File: src/logic/sdram_sched_pkg.sv
`default_nettype none

package sdram_sched_pkg;

  // SDRAM geometry
  localparam int DQ_W      = 16;
  localparam int BA_W      = 2;
  localparam int ROW_W     = 13;
  localparam int COL_W     = 10;
  localparam int BANKS     = 4;
  localparam int BURST_LEN = 4;

  // Timing fields and read tag port index, up to 8 ports
  localparam int TCNT_W     = 6;
  localparam int PORT_IDX_W = 3;

  typedef logic [DQ_W-1:0]             dq_t;
  typedef logic [DQ_W/8-1:0]           dm_t;
  typedef logic [BA_W-1:0]             ba_t;
  typedef logic [ROW_W-1:0]            row_t;
  typedef logic [COL_W-1:0]            col_t;
  typedef logic [ROW_W-1:0]            sdram_addr_t;
  typedef logic [BURST_LEN*DQ_W-1:0]   wdata_t;
  typedef logic [BURST_LEN*DQ_W/8-1:0] wbe_t;
  typedef logic [TCNT_W-1:0]           cnt_t;
  typedef logic [PORT_IDX_W-1:0]       port_idx_t;

  // CS_n RAS_n CAS_n WE_n
  typedef enum logic [3:0] {
    CMD_NOP = 4'b0111,
    CMD_ACT = 4'b0011,
    CMD_RD  = 4'b0101,
    CMD_WR  = 4'b0100,
    CMD_PRE = 4'b0010,
    CMD_REF = 4'b0001
  } sdram_cmd_e;

  typedef enum logic {
    BANK_IDLE   = 1'b0,
    BANK_ACTIVE = 1'b1
  } bank_state_e;

  typedef struct packed {
    cnt_t        t_ras;
    cnt_t        t_rp;
    cnt_t        t_rcd;
    cnt_t        t_rc;
    cnt_t        cl;
    cnt_t        t_rdv;
    logic [15:0] t_ref;
    logic        ena;
  } timing_t;

  typedef struct packed {
    ba_t  ba;
    row_t row;
    col_t col;
  } req_t;

  typedef struct packed {
    logic      valid;
    port_idx_t port;
  } rd_tag_t;

endpackage

`default_nettype wire

File: src/logic/bank_timers.sv
`default_nettype none

module bank_timers
  import sdram_sched_pkg::*;
(
  input  wire logic             clk_i,
  input  wire logic             rst_ni,
  input  wire timing_t          timing_i,
  input  wire logic [BANKS-1:0] act_ld_i,
  input  wire logic [BANKS-1:0] pre_ld_i,
  input  wire logic             ref_ld_i,
  output logic [BANKS-1:0]      ras_done_o,
  output logic [BANKS-1:0]      rp_done_o,
  output logic [BANKS-1:0]      rcd_done_o,
  output logic                  rc_done_o
);

  cnt_t ras_cnt [BANKS];
  cnt_t rp_cnt  [BANKS];
  cnt_t rcd_cnt [BANKS];
  cnt_t rc_cnt;

  // One step of a loadable down-counter that stops at zero
  function automatic cnt_t cnt_step(input cnt_t cnt, input logic ld, input cnt_t val);
    cnt_t nxt;
    if (ld)
      nxt = val;
    else if (cnt != '0)
      nxt = cnt - 1'b1;
    else
      nxt = cnt;
    return nxt;
  endfunction

  always_ff @(posedge clk_i or negedge rst_ni)
  begin
    if (!rst_ni)
    begin
      for (int b = 0; b < BANKS; b++)
      begin
        ras_cnt[b] <= '0;
        rp_cnt[b]  <= '0;
        rcd_cnt[b] <= '0;
      end
      rc_cnt <= '0;
    end
    else
    begin
      for (int b = 0; b < BANKS; b++)
      begin
        ras_cnt[b] <= cnt_step(ras_cnt[b], act_ld_i[b], timing_i.t_ras);
        rcd_cnt[b] <= cnt_step(rcd_cnt[b], act_ld_i[b], timing_i.t_rcd);
        rp_cnt[b]  <= cnt_step(rp_cnt[b], pre_ld_i[b], timing_i.t_rp);
      end
      // Row cycle is shared by all banks
      rc_cnt <= cnt_step(rc_cnt, ref_ld_i | (|act_ld_i), timing_i.t_rc);
    end
  end

  always_comb
  begin
    for (int b = 0; b < BANKS; b++)
    begin
      ras_done_o[b] = (ras_cnt[b] == '0);
      rp_done_o[b]  = (rp_cnt[b] == '0);
      rcd_done_o[b] = (rcd_cnt[b] == '0);
    end
    rc_done_o = (rc_cnt == '0);
  end

endmodule

`default_nettype wire

File: src/logic/refresh_tracker.sv
`default_nettype none

module refresh_tracker
  import sdram_sched_pkg::*;
(
  input  wire logic    clk_i,
  input  wire logic    rst_ni,
  input  wire timing_t timing_i,
  input  wire logic    ref_issued_i,
  output logic         ref_pending_o,
  output logic         ref_urgent_o
);

  logic [15:0] intv_cnt;
  logic        armed;
  logic        expired;
  logic [2:0]  pend_cnt;

  assign expired = timing_i.ena && armed && (intv_cnt == '0);

  // Interval counter, first load when enabled
  always_ff @(posedge clk_i or negedge rst_ni)
  begin
    if (!rst_ni)
    begin
      intv_cnt <= '0;
      armed    <= 1'b0;
    end
    else if (timing_i.ena)
    begin
      armed <= 1'b1;
      if (!armed || expired)
        intv_cnt <= timing_i.t_ref;
      else
        intv_cnt <= intv_cnt - 1'b1;
    end
  end

  // Pending refreshes, saturating
  always_ff @(posedge clk_i or negedge rst_ni)
  begin
    if (!rst_ni)
      pend_cnt <= '0;
    else
    begin
      case ({expired, ref_issued_i})
        2'b10:
          if (pend_cnt != '1)
            pend_cnt <= pend_cnt + 1'b1;
        2'b01:
          if (pend_cnt != '0)
            pend_cnt <= pend_cnt - 1'b1;
        default:
          pend_cnt <= pend_cnt;
      endcase
    end
  end

  assign ref_pending_o = |pend_cnt;
  assign ref_urgent_o  = &pend_cnt;

endmodule

`default_nettype wire

File: src/logic/cmd_scheduler.sv
`default_nettype none

module cmd_scheduler
  import sdram_sched_pkg::*;
#(
  parameter int PORTS = 2
)
(
  input  wire logic             clk_i,
  input  wire logic             rst_ni,
  input  wire timing_t          timing_i,
  input  wire logic [PORTS-1:0] rd_req_i,
  input  wire logic [PORTS-1:0] wr_req_i,
  input  wire req_t             rd_addr_i [PORTS],
  input  wire req_t             wr_addr_i [PORTS],
  input  wire wdata_t           wr_data_i [PORTS],
  input  wire wbe_t             wr_be_i   [PORTS],
  input  wire logic [BANKS-1:0] ras_done_i,
  input  wire logic [BANKS-1:0] rp_done_i,
  input  wire logic [BANKS-1:0] rcd_done_i,
  input  wire logic             rc_done_i,
  input  wire logic             ref_pending_i,
  input  wire logic             ref_urgent_i,
  output logic [BANKS-1:0]      act_ld_o,
  output logic [BANKS-1:0]      pre_ld_o,
  output logic                  ref_ld_o,
  output rd_tag_t               rd_tag_o,
  output logic                  wr_load_o,
  output wdata_t                wr_data_o,
  output wbe_t                  wr_be_o,
  output logic [PORTS-1:0]      rd_rdy_o,
  output logic [PORTS-1:0]      wr_rdy_o,
  output sdram_cmd_e            sdram_cmd_o,
  output ba_t                   sdram_ba_o,
  output sdram_addr_t           sdram_addr_o
);

  localparam int PORT_W = (PORTS > 1) ? $clog2(PORTS) : 1;
  localparam int GAP_W  = TCNT_W + 2;
  // A10 selects all banks on PRE
  localparam int AP_BIT = 10;

  typedef enum logic {
    ST_IDLE,
    ST_REF_WAIT
  } state_e;

  state_e            state;
  state_e            state_nxt;
  bank_state_e       bank_st  [BANKS];
  row_t              bank_row [BANKS];

  logic [PORTS-1:0]  rd_pend;
  logic [PORTS-1:0]  wr_pend;
  logic [PORT_W-1:0] rd_port;
  logic [PORT_W-1:0] wr_port;
  logic [PORT_W-1:0] sel_port;
  logic              sel_valid;
  logic              sel_wr;
  logic              sel_hit;
  req_t              sel_req;

  logic [GAP_W-1:0]  gap_cnt;
  logic [GAP_W-1:0]  rd2wr_cnt;
  logic              gap_done;
  logic              rd2wr_done;
  logic              all_idle;
  logic              act_ras_done;
  logic              issue_rd;
  logic              issue_wr;

  sdram_cmd_e        cmd_nxt;
  ba_t               ba_nxt;
  sdram_addr_t       addr_nxt;

  // Lowest set bit wins, port 0 first
  function automatic logic [PORT_W-1:0] first_set(input logic [PORTS-1:0] vec);
    logic [PORT_W-1:0] idx;
    idx = '0;
    for (int p = PORTS - 1; p >= 0; p--)
    begin
      if (vec[p])
        idx = PORT_W'(p);
    end
    return idx;
  endfunction

  ////////////////////
  // Request selection
  ////////////////////

  // Requests still high in their ready cycle are not taken again
  assign rd_pend   = rd_req_i & ~rd_rdy_o;
  assign wr_pend   = wr_req_i & ~wr_rdy_o;
  assign rd_port   = first_set(rd_pend);
  assign wr_port   = first_set(wr_pend);

  // Writes before reads
  assign sel_wr    = |wr_pend;
  assign sel_valid = (|wr_pend) || (|rd_pend);
  assign sel_port  = sel_wr ? wr_port : rd_port;
  assign sel_req   = sel_wr ? wr_addr_i[wr_port] : rd_addr_i[rd_port];
  assign sel_hit   = (bank_st[sel_req.ba] == BANK_ACTIVE)
                  && (bank_row[sel_req.ba] == sel_req.row);

  always_comb
  begin
    all_idle     = 1'b1;
    act_ras_done = 1'b1;
    for (int b = 0; b < BANKS; b++)
    begin
      if (bank_st[b] == BANK_ACTIVE)
      begin
        all_idle = 1'b0;
        if (!ras_done_i[b])
          act_ras_done = 1'b0;
      end
    end
  end

  ////////////////////
  // Burst spacing
  ////////////////////

  always_ff @(posedge clk_i or negedge rst_ni)
  begin
    if (!rst_ni)
    begin
      gap_cnt   <= '0;
      rd2wr_cnt <= '0;
    end
    else
    begin
      if (issue_rd || issue_wr)
        gap_cnt <= GAP_W'(BURST_LEN - 1);
      else if (gap_cnt != '0)
        gap_cnt <= gap_cnt - 1'b1;

      // Read data strobes trail the bus by t_rdv
      if (issue_rd)
        rd2wr_cnt <= GAP_W'(BURST_LEN - 1) + GAP_W'(timing_i.cl) + GAP_W'(timing_i.t_rdv);
      else if (rd2wr_cnt != '0)
        rd2wr_cnt <= rd2wr_cnt - 1'b1;
    end
  end

  assign gap_done   = (gap_cnt == '0);
  assign rd2wr_done = (rd2wr_cnt == '0);

  ////////////////////
  // Command decision
  ////////////////////

  always_comb
  begin
    state_nxt = state;
    cmd_nxt   = CMD_NOP;
    ba_nxt    = '0;
    addr_nxt  = '0;
    act_ld_o  = '0;
    pre_ld_o  = '0;
    ref_ld_o  = 1'b0;
    issue_rd  = 1'b0;
    issue_wr  = 1'b0;

    case (state)
      ST_IDLE:
      begin
        if (ref_urgent_i || (ref_pending_i && !sel_valid))
        begin
          if (all_idle)
          begin
            if ((&rp_done_i) && rc_done_i)
            begin
              cmd_nxt  = CMD_REF;
              ref_ld_o = 1'b1;
            end
          end
          else if (act_ras_done && gap_done)
          begin
            // Close every bank before refresh
            cmd_nxt          = CMD_PRE;
            addr_nxt[AP_BIT] = 1'b1;
            pre_ld_o         = '1;
            if (ref_urgent_i)
              state_nxt = ST_REF_WAIT;
          end
        end
        else if (sel_valid)
        begin
          if (sel_hit)
          begin
            if (rcd_done_i[sel_req.ba] && gap_done && (!sel_wr || rd2wr_done))
            begin
              cmd_nxt  = sel_wr ? CMD_WR : CMD_RD;
              ba_nxt   = sel_req.ba;
              addr_nxt = sdram_addr_t'(sel_req.col);
              issue_wr = sel_wr;
              issue_rd = !sel_wr;
            end
          end
          else if (bank_st[sel_req.ba] == BANK_IDLE)
          begin
            if (rp_done_i[sel_req.ba] && rc_done_i)
            begin
              cmd_nxt              = CMD_ACT;
              ba_nxt               = sel_req.ba;
              addr_nxt             = sel_req.row;
              act_ld_o[sel_req.ba] = 1'b1;
            end
          end
          else if (ras_done_i[sel_req.ba] && gap_done)
          begin
            // Row miss
            cmd_nxt              = CMD_PRE;
            ba_nxt               = sel_req.ba;
            pre_ld_o[sel_req.ba] = 1'b1;
          end
        end
      end

      ST_REF_WAIT:
      begin
        if ((&rp_done_i) && rc_done_i)
        begin
          cmd_nxt   = CMD_REF;
          ref_ld_o  = 1'b1;
          state_nxt = ST_IDLE;
        end
      end

      default:
        state_nxt = ST_IDLE;
    endcase
  end

  ////////////////////
  // Registers
  ////////////////////

  always_ff @(posedge clk_i or negedge rst_ni)
  begin
    if (!rst_ni)
    begin
      state       <= ST_IDLE;
      sdram_cmd_o <= CMD_NOP;
      rd_rdy_o    <= '0;
      wr_rdy_o    <= '0;
      for (int b = 0; b < BANKS; b++)
        bank_st[b] <= BANK_IDLE;
    end
    else
    begin
      state       <= state_nxt;
      sdram_cmd_o <= cmd_nxt;
      rd_rdy_o    <= issue_rd ? (PORTS'(1) << sel_port) : '0;
      wr_rdy_o    <= issue_wr ? (PORTS'(1) << sel_port) : '0;
      for (int b = 0; b < BANKS; b++)
      begin
        if (act_ld_o[b])
          bank_st[b] <= BANK_ACTIVE;
        else if (pre_ld_o[b])
          bank_st[b] <= BANK_IDLE;
      end
    end
  end

  // Open rows and address pins
  always_ff @(posedge clk_i)
  begin
    for (int b = 0; b < BANKS; b++)
    begin
      if (act_ld_o[b])
        bank_row[b] <= sel_req.row;
    end
    sdram_ba_o   <= ba_nxt;
    sdram_addr_o <= addr_nxt;
  end

  // Read tag and write burst go out with the decision
  assign rd_tag_o.valid = issue_rd;
  assign rd_tag_o.port  = port_idx_t'(rd_port);
  assign wr_load_o      = issue_wr;
  assign wr_data_o      = wr_data_i[wr_port];
  assign wr_be_o        = wr_be_i[wr_port];

endmodule

`default_nettype wire

File: src/logic/rd_valid_pipe.sv
`default_nettype none

module rd_valid_pipe
  import sdram_sched_pkg::*;
#(
  parameter int PORTS = 2
)
(
  input  wire logic        clk_i,
  input  wire logic        rst_ni,
  input  wire timing_t     timing_i,
  input  wire rd_tag_t     rd_tag_i,
  output logic [PORTS-1:0] rd_valid_o
);

  localparam int PORT_W   = (PORTS > 1) ? $clog2(PORTS) : 1;
  // Longest cl + t_rdv the line holds
  localparam int LINE_LEN = 32;
  localparam int POS_W    = $clog2(LINE_LEN);
  localparam int DLY_W    = TCNT_W + 1;
  localparam int BEAT_W   = $clog2(BURST_LEN + 1);

  rd_tag_t           tag_line [LINE_LEN];
  logic [DLY_W-1:0]  dly;
  logic [POS_W-1:0]  wr_pos;
  logic [BEAT_W-1:0] beat_cnt;
  logic [PORT_W-1:0] cur_port;

  assign dly    = DLY_W'(timing_i.cl) + DLY_W'(timing_i.t_rdv);
  assign wr_pos = (dly > DLY_W'(LINE_LEN - 1)) ? POS_W'(LINE_LEN - 1) : dly[POS_W-1:0];

  // Tags enter at cl + t_rdv and move towards entry 0
  always_ff @(posedge clk_i or negedge rst_ni)
  begin
    if (!rst_ni)
    begin
      for (int i = 0; i < LINE_LEN; i++)
        tag_line[i] <= '0;
    end
    else
    begin
      for (int i = 0; i < LINE_LEN - 1; i++)
        tag_line[i] <= tag_line[i + 1];
      tag_line[LINE_LEN - 1] <= '0;
      if (rd_tag_i.valid)
        tag_line[wr_pos] <= rd_tag_i;
    end
  end

  // Remaining beats after the head
  always_ff @(posedge clk_i or negedge rst_ni)
  begin
    if (!rst_ni)
    begin
      beat_cnt <= '0;
      cur_port <= '0;
    end
    else if (tag_line[0].valid)
    begin
      beat_cnt <= BEAT_W'(BURST_LEN - 1);
      cur_port <= tag_line[0].port[PORT_W-1:0];
    end
    else if (beat_cnt != '0)
      beat_cnt <= beat_cnt - 1'b1;
  end

  always_comb
  begin
    for (int p = 0; p < PORTS; p++)
    begin
      rd_valid_o[p] = (tag_line[0].valid && (tag_line[0].port == port_idx_t'(p)))
                   || ((beat_cnt != '0) && (cur_port == PORT_W'(p)));
    end
  end

endmodule

`default_nettype wire

File: src/logic/wr_data_shifter.sv
`default_nettype none

module wr_data_shifter
  import sdram_sched_pkg::*;
(
  input  wire logic   clk_i,
  input  wire logic   rst_ni,
  input  wire logic   wr_load_i,
  input  wire wdata_t wr_data_i,
  input  wire wbe_t   wr_be_i,
  output dq_t         sdram_dq_o,
  output dm_t         sdram_dm_o,
  output logic        sdram_dqoe_o
);

  localparam int BEAT_W = $clog2(BURST_LEN + 1);

  wdata_t            dq_buf;
  wbe_t              dm_buf;
  logic [BEAT_W-1:0] beat_cnt;

  // Lowest beat goes out first
  always_ff @(posedge clk_i)
  begin
    if (wr_load_i)
    begin
      dq_buf <= wr_data_i;
      dm_buf <= ~wr_be_i;
    end
    else
    begin
      dq_buf <= dq_buf >> $bits(dq_t);
      dm_buf <= dm_buf >> $bits(dm_t);
    end
  end

  always_ff @(posedge clk_i or negedge rst_ni)
  begin
    if (!rst_ni)
      beat_cnt <= '0;
    else if (wr_load_i)
      beat_cnt <= BEAT_W'(BURST_LEN);
    else if (beat_cnt != '0)
      beat_cnt <= beat_cnt - 1'b1;
  end

  assign sdram_dq_o   = dq_buf[$bits(dq_t)-1:0];
  assign sdram_dm_o   = dm_buf[$bits(dm_t)-1:0];
  assign sdram_dqoe_o = (beat_cnt != '0);

endmodule

`default_nettype wire

File: src/logic/sdram_sched_top.sv
`default_nettype none

module sdram_sched_top
  import sdram_sched_pkg::*;
#(
  parameter int PORTS = 2
)
(
  input  wire logic             clk_i,
  input  wire logic             rst_ni,
  input  wire timing_t          timing_i,

  // Read ports
  input  wire logic [PORTS-1:0] rd_req_i,
  input  wire req_t             rd_addr_i [PORTS],
  output logic [PORTS-1:0]      rd_rdy_o,
  output dq_t                   rd_data_o [PORTS],
  output logic [PORTS-1:0]      rd_valid_o,

  // Write ports
  input  wire logic [PORTS-1:0] wr_req_i,
  input  wire req_t             wr_addr_i [PORTS],
  input  wire wdata_t           wr_data_i [PORTS],
  input  wire wbe_t             wr_be_i   [PORTS],
  output logic [PORTS-1:0]      wr_rdy_o,

  // SDRAM pins
  output sdram_cmd_e            sdram_cmd_o,
  output ba_t                   sdram_ba_o,
  output sdram_addr_t           sdram_addr_o,
  input  wire dq_t              sdram_dq_i,
  output dq_t                   sdram_dq_o,
  output dm_t                   sdram_dm_o,
  output logic                  sdram_dqoe_o
);

  logic [BANKS-1:0] act_ld;
  logic [BANKS-1:0] pre_ld;
  logic             ref_ld;
  logic [BANKS-1:0] ras_done;
  logic [BANKS-1:0] rp_done;
  logic [BANKS-1:0] rcd_done;
  logic             rc_done;
  logic             ref_pending;
  logic             ref_urgent;
  rd_tag_t          rd_tag;
  logic             wr_load;
  wdata_t           wr_data;
  wbe_t             wr_be;

  bank_timers u_bank_timers (
    .clk_i      (clk_i),
    .rst_ni     (rst_ni),
    .timing_i   (timing_i),
    .act_ld_i   (act_ld),
    .pre_ld_i   (pre_ld),
    .ref_ld_i   (ref_ld),
    .ras_done_o (ras_done),
    .rp_done_o  (rp_done),
    .rcd_done_o (rcd_done),
    .rc_done_o  (rc_done)
  );

  refresh_tracker u_refresh_tracker (
    .clk_i         (clk_i),
    .rst_ni        (rst_ni),
    .timing_i      (timing_i),
    .ref_issued_i  (ref_ld),
    .ref_pending_o (ref_pending),
    .ref_urgent_o  (ref_urgent)
  );

  cmd_scheduler #(
    .PORTS (PORTS)
  ) u_cmd_scheduler (
    .clk_i         (clk_i),
    .rst_ni        (rst_ni),
    .timing_i      (timing_i),
    .rd_req_i      (rd_req_i),
    .wr_req_i      (wr_req_i),
    .rd_addr_i     (rd_addr_i),
    .wr_addr_i     (wr_addr_i),
    .wr_data_i     (wr_data_i),
    .wr_be_i       (wr_be_i),
    .ras_done_i    (ras_done),
    .rp_done_i     (rp_done),
    .rcd_done_i    (rcd_done),
    .rc_done_i     (rc_done),
    .ref_pending_i (ref_pending),
    .ref_urgent_i  (ref_urgent),
    .act_ld_o      (act_ld),
    .pre_ld_o      (pre_ld),
    .ref_ld_o      (ref_ld),
    .rd_tag_o      (rd_tag),
    .wr_load_o     (wr_load),
    .wr_data_o     (wr_data),
    .wr_be_o       (wr_be),
    .rd_rdy_o      (rd_rdy_o),
    .wr_rdy_o      (wr_rdy_o),
    .sdram_cmd_o   (sdram_cmd_o),
    .sdram_ba_o    (sdram_ba_o),
    .sdram_addr_o  (sdram_addr_o)
  );

  rd_valid_pipe #(
    .PORTS (PORTS)
  ) u_rd_valid_pipe (
    .clk_i      (clk_i),
    .rst_ni     (rst_ni),
    .timing_i   (timing_i),
    .rd_tag_i   (rd_tag),
    .rd_valid_o (rd_valid_o)
  );

  wr_data_shifter u_wr_data_shifter (
    .clk_i        (clk_i),
    .rst_ni       (rst_ni),
    .wr_load_i    (wr_load),
    .wr_data_i    (wr_data),
    .wr_be_i      (wr_be),
    .sdram_dq_o   (sdram_dq_o),
    .sdram_dm_o   (sdram_dm_o),
    .sdram_dqoe_o (sdram_dqoe_o)
  );

  // Every port sees DQ, rd_valid_o marks the owner
  always_comb
  begin
    for (int p = 0; p < PORTS; p++)
      rd_data_o[p] = sdram_dq_i;
  end

endmodule

`default_nettype wire

File: config.mk
export PLATFORM = sky130hd
export DESIGN_NAME = sdram_sched_top
export DESIGN_NICKNAME = d
export VERILOG_FILES = /design/src/logic/sdram_sched_pkg.sv /design/src/logic/bank_timers.sv /design/src/logic/refresh_tracker.sv /design/src/logic/cmd_scheduler.sv /design/src/logic/rd_valid_pipe.sv /design/src/logic/wr_data_shifter.sv /design/src/logic/sdram_sched_top.sv
export SDC_FILE = /design/constraint.sdc
export NUM_CORES = 1
export LEC_CHECK = 0
export ABC_AREA = 1
export BUFFER_PORTS_ARGS = -buffer_cell sky130_fd_sc_hd__buf_2
export CORE_MARGIN = 3
export CORE_UTILIZATION = 45
export DETAILED_ROUTE_END_ITERATION = 10
export PLACE_DENSITY = 0.75
export SLEW_MARGIN = 20
export SYNTH_ARGS = -nofsm -noshare
export SYNTH_HDL_FRONTEND = slang
export SYNTH_SLANG_ARGS = --single-unit
File: constraint.sdc
create_clock -name clk_i -period 3.85 [get_ports clk_i]
set_input_delay 0.9625 -clock clk_i [delete_from_list [all_inputs] [get_ports clk_i]]
set_output_delay 0.9625 -clock clk_i [all_outputs]
set_load 0.02 [all_outputs]
==> results of run 1 <==
[sequential cells by signal (all words and copies together) (netlist names), 3 cells and up]
register / count
u_bank_timers.ras_cnt: 24
u_bank_timers.rc_cnt: 6
u_bank_timers.rcd_cnt: 24
u_bank_timers.rp_cnt: 24
u_cmd_scheduler.bank_row: 52
u_cmd_scheduler.bank_st: 4
u_cmd_scheduler.gap_cnt: 8
u_cmd_scheduler.rd2wr_cnt: 8
u_cmd_scheduler.sdram_addr_o: 13
u_cmd_scheduler.sdram_cmd_o: 3
u_rd_valid_pipe.beat_cnt: 3
u_rd_valid_pipe.tag_line: 64
u_refresh_tracker.intv_cnt: 16
u_refresh_tracker.pend_cnt: 3
u_wr_data_shifter.beat_cnt: 3
u_wr_data_shifter.dm_buf: 8
u_wr_data_shifter.dq_buf: 64
[logic make-up (layout without fill, tap and decap cells)]
family                     Yosys count  in the layout  share of synthesized area
AOI/OAI and AO/OA                  286            286                     0.0893
xor gates and xnor gates            80             80                     0.0378
adders and majority gates           41             41                     0.0289
buffers and inverters              418            761                      0.101
DFF                                336            336                      0.444
muxes                                7              7                    0.00378
other                                1              1                   0.000202
and+or+nand+nor                   1283           1283                      0.295
[metrics by stage]
step / instance area (µm²) / hold slack, ns / instances / util / setup TNS [ns]
after floorplan: 18600 / 0.396 / 2452 / - / 0
after global placement: 20800 / 0.398 / 3253 / 0.517 / -1.51
after detailed placement: 20800 / 0.401 / 3253 / 0.517 / -5.05
after CTS: 22000 / 0.398 / 3320 / 0.548 / 0
after global routing: 22000 / 0.424 / 3320 / 0.548 / 0
final: 22000 / 0.379 / 3320 / 0.548 / 0
[path summary, 6_finish.rpt]
path / endpoint / depth (start not counted) / slack, ns
max: u_cmd_scheduler.sdram_addr_o[6]$_SDFF_PP0_ / 16 / 0.29
min: u_refresh_tracker.intv_cnt[0]$_DFFE_PN0P_ / 1 / 0.38
max reg2reg: u_cmd_scheduler.sdram_addr_o[6]$_SDFF_PP0_ / 16 / 0.35
min reg2reg: u_wr_data_shifter.dq_buf[39]$_DFF_P_ / 2 / 0.42
max in group asynchronous: u_cmd_scheduler.sdram_cmd_o[0]$_DFF_PN1_ / 2 / 2.63
min in group clk_i: u_wr_data_shifter.dq_buf[39]$_DFF_P_ / 2 / 0.42
[layout by cell type (no fill, tap or decap), types with 49 or more instances in the layout]
| cell | n |
|---|---|
| o21ai_0 | 155 |
| edfxtp_1 | 52 |
| nand4_1 | 109 |
| dfxtp_1 | 87 |
| xor2_1 | 49 |
| nand2_1 | 796 |
| buf_4 | 66 |
| nor2_1 | 173 |
| buf_2 | 344 |
| dfrtp_1 | 194 |
| nand3_1 | 139 |
| inv_1 | 263 |
[worst max-delay path: cells and delay by family]
kind | cells | cell delay, ns
AO/OA/AOI/OAI | 1 | 0.23
AND/OR/NAND/NOR | 10 | 1.74
buffers and inverters | 5 | 0.98
[power by group]
part           internal (µW)  leakage [µW]  switching [µW]
clock network           2160      0.000608            1460
registers               3680       0.00380            62.0
logic                    461       0.00736             817
total                   6300        0.0118            2340
[metal layers]
layer / routed length (µm) / vias to the layer above / global-route usage / share of wire
met5: 49 / - / 0 / 0.00086
met1: 24500 / 8297 / 0.353 / 0.43
met2: 26800 / 696 / 0.408 / 0.47
met3: 4500 / 106 / 0.0443 / 0.078
li1: - / 8511 / - / -
met4: 1470 / 6 / 0.0721 / 0.026
[final cells by class]
| cell class | instances | area [µm²] |
|---|---|---|
| Clock inverter | 11 | 173 |
| Multi-Input combinational cell | 1698 | 8460 |
| Clock buffer | 56 | 1080 |
| Fill cell | 3734 | 18100 |
| Tap cell | 525 | 657 |
| Timing Repair Buffer | 420 | 2410 |
| Inverter | 274 | 1030 |
| Sequential cell | 336 | 8240 |
==> report_table.html, run 1 <==
<table>
<tr><th>Metric</th><th>Value</th></tr>
<tr><th colspan="2">Floorplanning</th></tr>
<tr><td>Initial standard-cell utilization of the core</td><td>0.462</td></tr>
<tr><td>Placeable core area</td><td>40,200 µm²</td></tr>
<tr><td>Number of rows in the core area</td><td>73</td></tr>
<tr><td>Floorplan die height</td><td>about 210 µm</td></tr>
<tr><td>Num ports</td><td>just under 400</td></tr>
<tr><td>Floorplan die width</td><td>about 210 µm</td></tr>
<tr><td>Die area</td><td>43,700 µm²</td></tr>
<tr><th colspan="2">Logic synthesis</th></tr>
<tr><td>Area fraction of the dominant cell type after synthesis</td><td>0.262</td></tr>
<tr><td>Post-Syn Area</td><td>18,600 µm²</td></tr>
<tr><td>Library cell with the largest summed area after synthesis</td><td>dfrtp_1</td></tr>
<tr><td>Count of cell types in the netlist</td><td>57</td></tr>
<tr><td>Net count after synthesis</td><td>about 2,800</td></tr>
<tr><td>Seq/Total Area, Yosys</td><td>0.444</td></tr>
<tr><td>Prevailing post-synth register cell</td><td>dfrtp_1</td></tr>
<tr><td>Number of synthesized flops with an enable pin</td><td>between 50 and 60</td></tr>
<tr><td>Count of warnings emitted by yosys</td><td>0</td></tr>
<tr><td>Post-Syn Area per Cell</td><td>7.57 µm²</td></tr>
<tr><td>Top cells by area in the synthesized netlist</td><td>dfrtp_1 26%, nand2_1 16%, dfxtp_1 9.4%</td></tr>
<tr><td>Most used standard cells in the synthesized netlist</td><td>796 x nand2_1, 264 x inv_1, 194 x dfrtp_1</td></tr>
<tr><td>Count leader, synth</td><td>nand2_1</td></tr>
<tr><td>Asr flop ratio synth</td><td>0.586</td></tr>
<tr><td>#FFs+latches synth</td><td>336</td></tr>
<tr><td>Gate Count Post-Synth</td><td>2,452</td></tr>
<tr><th colspan="2">CTS</th></tr>
<tr><td>Clk pin slew, worst setup/hold paths</td><td>about 0.06 ns</td></tr>
<tr><td># clock sinks</td><td>336</td></tr>
<tr><td>Maximum clock path buffer count</td><td>3</td></tr>
<tr><td>Count of buffers added by post-CTS timing repair for setup</td><td>0</td></tr>
<tr><td>TritonCTS buffer count</td><td>38</td></tr>
<tr><td>Later-pin clock latency in the skew report</td><td>0.55 ns</td></tr>
<tr><td>TritonCTS clock tree</td><td>yes</td></tr>
<tr><td>Root Driver</td><td>clkbuf_16</td></tr>
<tr><td>H-tree depth</td><td>2</td></tr>
<tr><td>Post-cts gate resize count</td><td>0</td></tr>
<tr><td>Number of hold buffers added after CTS</td><td>0</td></tr>
<tr><th colspan="2">Timing</th></tr>
<tr><td>Setup ws final</td><td>0.294 ns</td></tr>
<tr><td>Shortest period the worst path allows</td><td>3.56 ns</td></tr>
<tr><td>Worst clock skew</td><td>~0.019 ns</td></tr>
<tr><td>Worst-margin pin slew</td><td>0.820 ns</td></tr>
<tr><td>Unrepaired setup endpoints after global routing</td><td>no</td></tr>
<tr><td>Highest achievable clock rate</td><td>roughly 280 MHz</td></tr>
<tr><td>Fin crit share</td><td>0.924</td></tr>
<tr><td>Final Hold Fails</td><td>0</td></tr>
<tr><td>Final count of negative-setup-slack endpoints</td><td>0</td></tr>
<tr><td>Pins over their slew limit</td><td>0</td></tr>
<tr><td>Relative slew margins</td><td>0.453</td></tr>
<tr><th colspan="2">Place</th></tr>
<tr><td>Weighted congestion at the end of routability-driven global placement</td><td>0.958</td></tr>
<tr><td>Worst Setup Slack post-DPL</td><td>-0.303 ns</td></tr>
<tr><td>Input/output buffers</td><td>approximately 350</td></tr>
<tr><td>HPWL after detailed placement</td><td>43,100 µm</td></tr>
<tr><th colspan="2">Final layout</th></tr>
<tr><td>Nets@finish</td><td>3,128</td></tr>
<tr><td>Share of cells above drive strength 1</td><td>0.190</td></tr>
<tr><td>Layout-stage area growth over the synthesis result</td><td>18.8%</td></tr>
<tr><td>Count of inserted antenna diode cells</td><td>0</td></tr>
<tr><th colspan="2">Setup path</th></tr>
<tr><td>Maximum net fanout on the critical path</td><td>57</td></tr>
<tr><td>Worst setup EP type</td><td>register</td></tr>
<tr><td>Worst r2r src</td><td>u_cmd_scheduler.wr_rdy_o[1]$_DFF_PN0_</td></tr>
<tr><td>Cell at the slowest stage of the critical path</td><td>nor4_1</td></tr>
<tr><td>Startpoint types</td><td>input pin</td></tr>
<tr><td>Critical Setup Path Class</td><td>input pin to register</td></tr>
<tr><td>Crit path from</td><td>wr_req_i[0]</td></tr>
<tr><td>Maximum cell stage delay along the critical path</td><td>0.38 ns</td></tr>
<tr><td>Data required time at the worst endpoint</td><td>4.25 ns</td></tr>
<tr><td>Series of cell instances along the critical path</td><td>buf_2 &gt; nand2_4 &gt; nand2_2 &gt; inv_2 &gt; nand3_4 &gt; nand2_4 &gt; nor2_1 &gt; inv_2 &gt; nor2_1 &gt; nor4_1 &gt; buf_4 &gt; nand3_1 &gt; nor2_4 &gt; buf_12 &gt; nand2_1 &gt; o21ai_0</td></tr>
<tr><td>Data arrival, critical path</td><td>3.95 ns</td></tr>
<tr><th colspan="2">Global route</th></tr>
<tr><td>Overflow after GRT</td><td>0</td></tr>
<tr><td>Number of antenna violations at the first check in global routing</td><td>5</td></tr>
<tr><td>Overall Global Routing Usage</td><td>0.253</td></tr>
<tr><td>Maximum number of pins on one net before global-route repair</td><td>76</td></tr>
<tr><td>Wire length of the first global-routing pass</td><td>89,500 µm</td></tr>
<tr><td>Number of global-route vias before repair</td><td>16,900</td></tr>
<tr><th colspan="2">Routing</th></tr>
<tr><td>DRC violation count after routing</td><td>0</td></tr>
<tr><td>Number of search-and-repair iterations in the first detailed-routing pass</td><td>5</td></tr>
<tr><td>Remaining antenna violation count</td><td>0</td></tr>
<tr><td>Average via count per standard cell</td><td>between 5 and 6</td></tr>
<tr><td>Initial DRC Count</td><td>1,648</td></tr>
<tr><td>Routed wirelength normalized by instance count</td><td>17.3 µm</td></tr>
<tr><td>Overall routed net length</td><td>57,300 µm</td></tr>
<tr><td>Via Count</td><td>between 15,000 and 20,000</td></tr>
<tr><th colspan="2">Run status</th></tr>
<tr><td>Outcome</td><td>completed</td></tr>
<tr><th colspan="2">Power and ir drop</th></tr>
<tr><td>Total power</td><td>8640 µW</td></tr>
<tr><td>Pleak</td><td>0.0118 µW</td></tr>
<tr><td>Power density over the cells</td><td>392 nW/µm²</td></tr>
<tr><td>Maximum ir drop on the vdd rail</td><td>0.351 mV</td></tr>
<tr><th colspan="2">Hold path</th></tr>
<tr><td>Min-Delay Path Class</td><td>input pin to asynchronous set/reset pin</td></tr>
<tr><th colspan="2">Run</th></tr>
<tr><td>Number of violations of the max-capacitance limit</td><td>0</td></tr>
</table>
(Power assumes the default switching activity.)
==> inputs of run 2 (changes only) <==
--- a/config.mk
+++ b/config.mk
@@ -7,10 +7,11 @@
 export LEC_CHECK = 0
 export ABC_AREA = 1
 export BUFFER_PORTS_ARGS = -buffer_cell sky130_fd_sc_hd__buf_2
-export CORE_MARGIN = 3
+export CORE_MARGIN = 2
 export CORE_UTILIZATION = 45
 export DETAILED_ROUTE_END_ITERATION = 10
 export PLACE_DENSITY = 0.75
+export SKIP_CTS_REPAIR_TIMING = 1
 export SLEW_MARGIN = 20
 export SYNTH_ARGS = -nofsm -noshare
 export SYNTH_HDL_FRONTEND = slang
==> report_table.html, run 2 (synthesis gave the netlist of run 1 again) <==
<table>
<tr><th>Metric</th><th>Value</th></tr>
<tr><th colspan="2">Setup path</th></tr>
<tr><td>Startpoint types</td><td>input pin</td></tr>
<tr><td>Data arrival, critical path</td><td>3.86 ns</td></tr>
<tr><td>Worst r2r src</td><td>u_cmd_scheduler.wr_rdy_o[0]$_DFF_PN0_</td></tr>
<tr><td>Critical Setup Path Class</td><td>input pin to register</td></tr>
<tr><td>Reg-to-reg setup timing slack</td><td>0.57 ns</td></tr>
<tr><td>R2R depth</td><td>17</td></tr>
<tr><td>Data required time at the worst endpoint</td><td>around 4.3 ns</td></tr>
<tr><td>Worst setup EP type</td><td>register</td></tr>
<tr><td>Crit Reg-Reg Endpoint</td><td>u_wr_data_shifter.dq_buf[33]$_DFF_P_</td></tr>
<tr><td>Maximum net fanout on the critical path</td><td>38</td></tr>
<tr><th colspan="2">Routing</th></tr>
<tr><td>Initial DRC Count</td><td>1,607</td></tr>
<tr><td>Number of search-and-repair iterations in the first detailed-routing pass</td><td>5</td></tr>
<tr><td>Via Count</td><td>17,600</td></tr>
<tr><td>Routed wirelength normalized by instance count</td><td>16.7 µm</td></tr>
<tr><td>Average via count per standard cell</td><td>5.25</td></tr>
<tr><td>DRC violation count after routing</td><td>0</td></tr>
<tr><td>Remaining antenna violation count</td><td>0</td></tr>
<tr><td>Overall routed net length</td><td>56,200 µm</td></tr>
<tr><th colspan="2">Hold path</th></tr>
<tr><td>Hold worst-path end</td><td>u_wr_data_shifter.dq_buf[12]$_DFF_P_</td></tr>
<tr><td>Min-Delay Path Class</td><td>register to register</td></tr>
<tr><td>Origin of the worst min-delay path</td><td>u_wr_data_shifter.dq_buf[28]$_DFF_P_</td></tr>
<tr><td>Number of cells on the worst hold path</td><td>2</td></tr>
<tr><th colspan="2">Final layout</th></tr>
<tr><td>Nets@finish</td><td>3,154</td></tr>
<tr><td>Multi-input combinational cell area</td><td>approximately 8500 µm²</td></tr>
<tr><td>Top library cells by usage in the layout, fill and taps aside</td><td>796 x nand2_1, 344 x buf_2, 263 x inv_1</td></tr>
<tr><td>Combined flip-flop and latch cell area</td><td>slightly above 8000 µm²</td></tr>
<tr><td>Number of non-filler instances in the completed layout</td><td>between 3,000 and 4,000</td></tr>
<tr><td>Layout-stage area growth over the synthesis result</td><td>19.9%</td></tr>
<tr><td>Final-layout fill cell count</td><td>3,819</td></tr>
<tr><td>Leading cell type in the layout, fill and taps excluded</td><td>nand2_1</td></tr>
<tr><td>Registers with the most flip-flops</td><td>u_rd_valid_pipe.tag_line x64, u_wr_data_shifter.dq_buf x64, u_cmd_scheduler.bank_row x52</td></tr>
<tr><td>Share of cells above drive strength 1</td><td>0.198</td></tr>
<tr><th colspan="2">Timing</th></tr>
<tr><td>Final count of negative-setup-slack endpoints</td><td>0</td></tr>
<tr><td>Worst-margin pin slew</td><td>approximately 0.77 ns</td></tr>
<tr><td>Relative slew margins</td><td>0.485</td></tr>
<tr><td>Fin crit share</td><td>0.877</td></tr>
<tr><td>Unrepaired setup endpoints after global routing</td><td>no</td></tr>
<tr><td>Worst clock skew</td><td>around 0.019 ns</td></tr>
<tr><td>Pins over their slew limit</td><td>0</td></tr>
<tr><td>Shortest period the worst path allows</td><td>3.38 ns</td></tr>
<tr><td>Highest achievable clock rate</td><td>~300 MHz</td></tr>
<tr><td>Final Hold Fails</td><td>0</td></tr>
<tr><th colspan="2">Global route</th></tr>
<tr><td>Overall Global Routing Usage</td><td>0.256</td></tr>
<tr><td>Maximum number of pins on one net before global-route repair</td><td>93</td></tr>
<tr><td>Overflow after GRT</td><td>0</td></tr>
<tr><td>Number of antenna violations at the first check in global routing</td><td>2</td></tr>
<tr><td>Number of global-route vias before repair</td><td>17,000</td></tr>
<tr><td>Wire length of the first global-routing pass</td><td>88,600 µm</td></tr>
<tr><th colspan="2">CTS</th></tr>
<tr><td># clock sinks</td><td>336</td></tr>
<tr><td>Clk pin slew, worst setup/hold paths</td><td>0.06 ns</td></tr>
<tr><td>Later-pin clock latency in the skew report</td><td>~0.54 ns</td></tr>
<tr><td>TritonCTS buffer count</td><td>38</td></tr>
<tr><td>Root Driver</td><td>clkbuf_16</td></tr>
<tr><td>H-tree depth</td><td>2</td></tr>
<tr><td>Maximum clock path buffer count</td><td>3</td></tr>
<tr><td>TritonCTS clock tree</td><td>yes</td></tr>
<tr><th colspan="2">Floorplanning</th></tr>
<tr><td>Num ports</td><td>395</td></tr>
<tr><td>Placeable core area</td><td>40,700 µm²</td></tr>
<tr><td>Floorplan die height</td><td>207 µm</td></tr>
<tr><td>Initial standard-cell utilization of the core</td><td>0.455</td></tr>
<tr><td>Floorplan die width</td><td>between 200 and 250 µm</td></tr>
<tr><td>Die area</td><td>42,900 µm²</td></tr>
<tr><td>Number of rows in the core area</td><td>74</td></tr>
<tr><th colspan="2">Power and ir drop</th></tr>
<tr><td>Total power</td><td>8540 µW</td></tr>
<tr><td>Pleak</td><td>0.0119 µW</td></tr>
<tr><td>Maximum ir drop on the vdd rail</td><td>between 0.2 and 0.25 mV</td></tr>
<tr><td>Power density over the cells</td><td>384 nW/µm²</td></tr>
<tr><th colspan="2">Place</th></tr>
<tr><td>Number of placed cells counting well taps</td><td>3,286</td></tr>
<tr><td>Input/output buffers</td><td>roughly 350</td></tr>
<tr><td>Weighted congestion at the end of routability-driven global placement</td><td>a little over 1</td></tr>
<tr><td>HPWL after detailed placement</td><td>41,700 µm</td></tr>
<tr><th colspan="2">Run</th></tr>
<tr><td>Number of violations of the max-capacitance limit</td><td>0</td></tr>
<tr><th colspan="2">Run status</th></tr>
<tr><td>Outcome</td><td>completed</td></tr>
</table>
==> run 2: cell count changes in the layout (fill, tap and decap cells not counted), moves of 2 or more <==
cell and delta:
clkinv_2 +4, diode_2 +2, buf_4 +21, buf_12 +5, clkinv_4 +2, bufinv_16 -2, inv_16 -2, clkbuf_8 -4
inv_6 +3, inv_4 +2
==> run 2: area by class of cell <==
type                       count  area share
sequential                   336       0.370
clock buffer                  52      0.0470
clock inverter                17     0.00652
antenna                        2    0.000225
inverter                     274      0.0462
tap                          532      0.0299
timing repair buffer         446       0.120
multi-input combinational   1698       0.380
==> run 2: layer usage <==
| layer | GRT usage | routed length (µm) |
|---|---|---|
| met1 | 0.357 | 24500 |
| met2 | 0.406 | 25800 |
| met3 | 0.0468 | 4350 |
| met4 | 0.0746 | 1450 |
| met5 | 0 | 0 |
==> run 2: where the power goes <==
group | internal, µW | switching [µW] | total [µW]
sequential | 3680 | 62.5 | 3740
combinational | 478 | 804 | 1280
clock | 1990 | 1520 | 3510
total | 6150 | 2380 | 8540
==> run 2: critical path, stage by stage <==
cell and delay, ns:
buf_2 0.11, nand2_4 0.12, nand2_2 0.09, inv_2 0.25, nand3_4 0.13, nand2_4 0.35
nor2_1 0.13, inv_2 0.12, nor2_1 0.05, nor4_1 0.34, buf_4 0.20, nand3_1 0.13
nor2_4 0.15, buf_12 0.23, buf_12 0.21, nand4_1 0.10, nand2_1 0.12
==> run 2: worst max path at each step <==
| stage | from | end | slack [ns] | cells after the start |
|---|---|---|---|---|
| after detailed placement | wr_req_i[0] | u_wr_data_shifter.dq_buf[41]$_DFF_P_ | -0.03 | 20 |
| after global placement | wr_req_i[0] | u_cmd_scheduler.sdram_addr_o[7]$_SDFF_PP0_ | -0.04 | 17 |
| final | wr_req_i[0] | u_wr_data_shifter.dq_buf[33]$_DFF_P_ | 0.47 | 17 |
| after CTS | wr_req_i[0] | u_wr_data_shifter.dq_buf[33]$_DFF_P_ | 0.51 | 17 |
| after global routing | wr_req_i[0] | u_bank_timers.rp_cnt[20]$_DFFE_PN0P_ | 0.21 | 19 |
| after floorplan | rd_req_i[1] | u_cmd_scheduler.bank_row[3][0]$_DFFE_PP_ | 0.60 | 16 |
==> run 2: stage by stage <==
step | util | setup TNS, ns | area [µm²] | hold slack, ns | setup slack, ns
final | 0.546 | 0 | 22300 | 0.416 | 0.473
after global routing | 0.546 | 0 | 22300 | 0.435 | 0.209
after CTS | 0.546 | 0 | 22200 | 0.418 | 0.511
after detailed placement | 0.517 | -0.477 | 21100 | 0.402 | -0.0346
after global placement | 0.517 | -0.0419 | 21100 | 0.401 | -0.0419
after floorplan | - | 0 | 18600 | 0.396 | 0.596
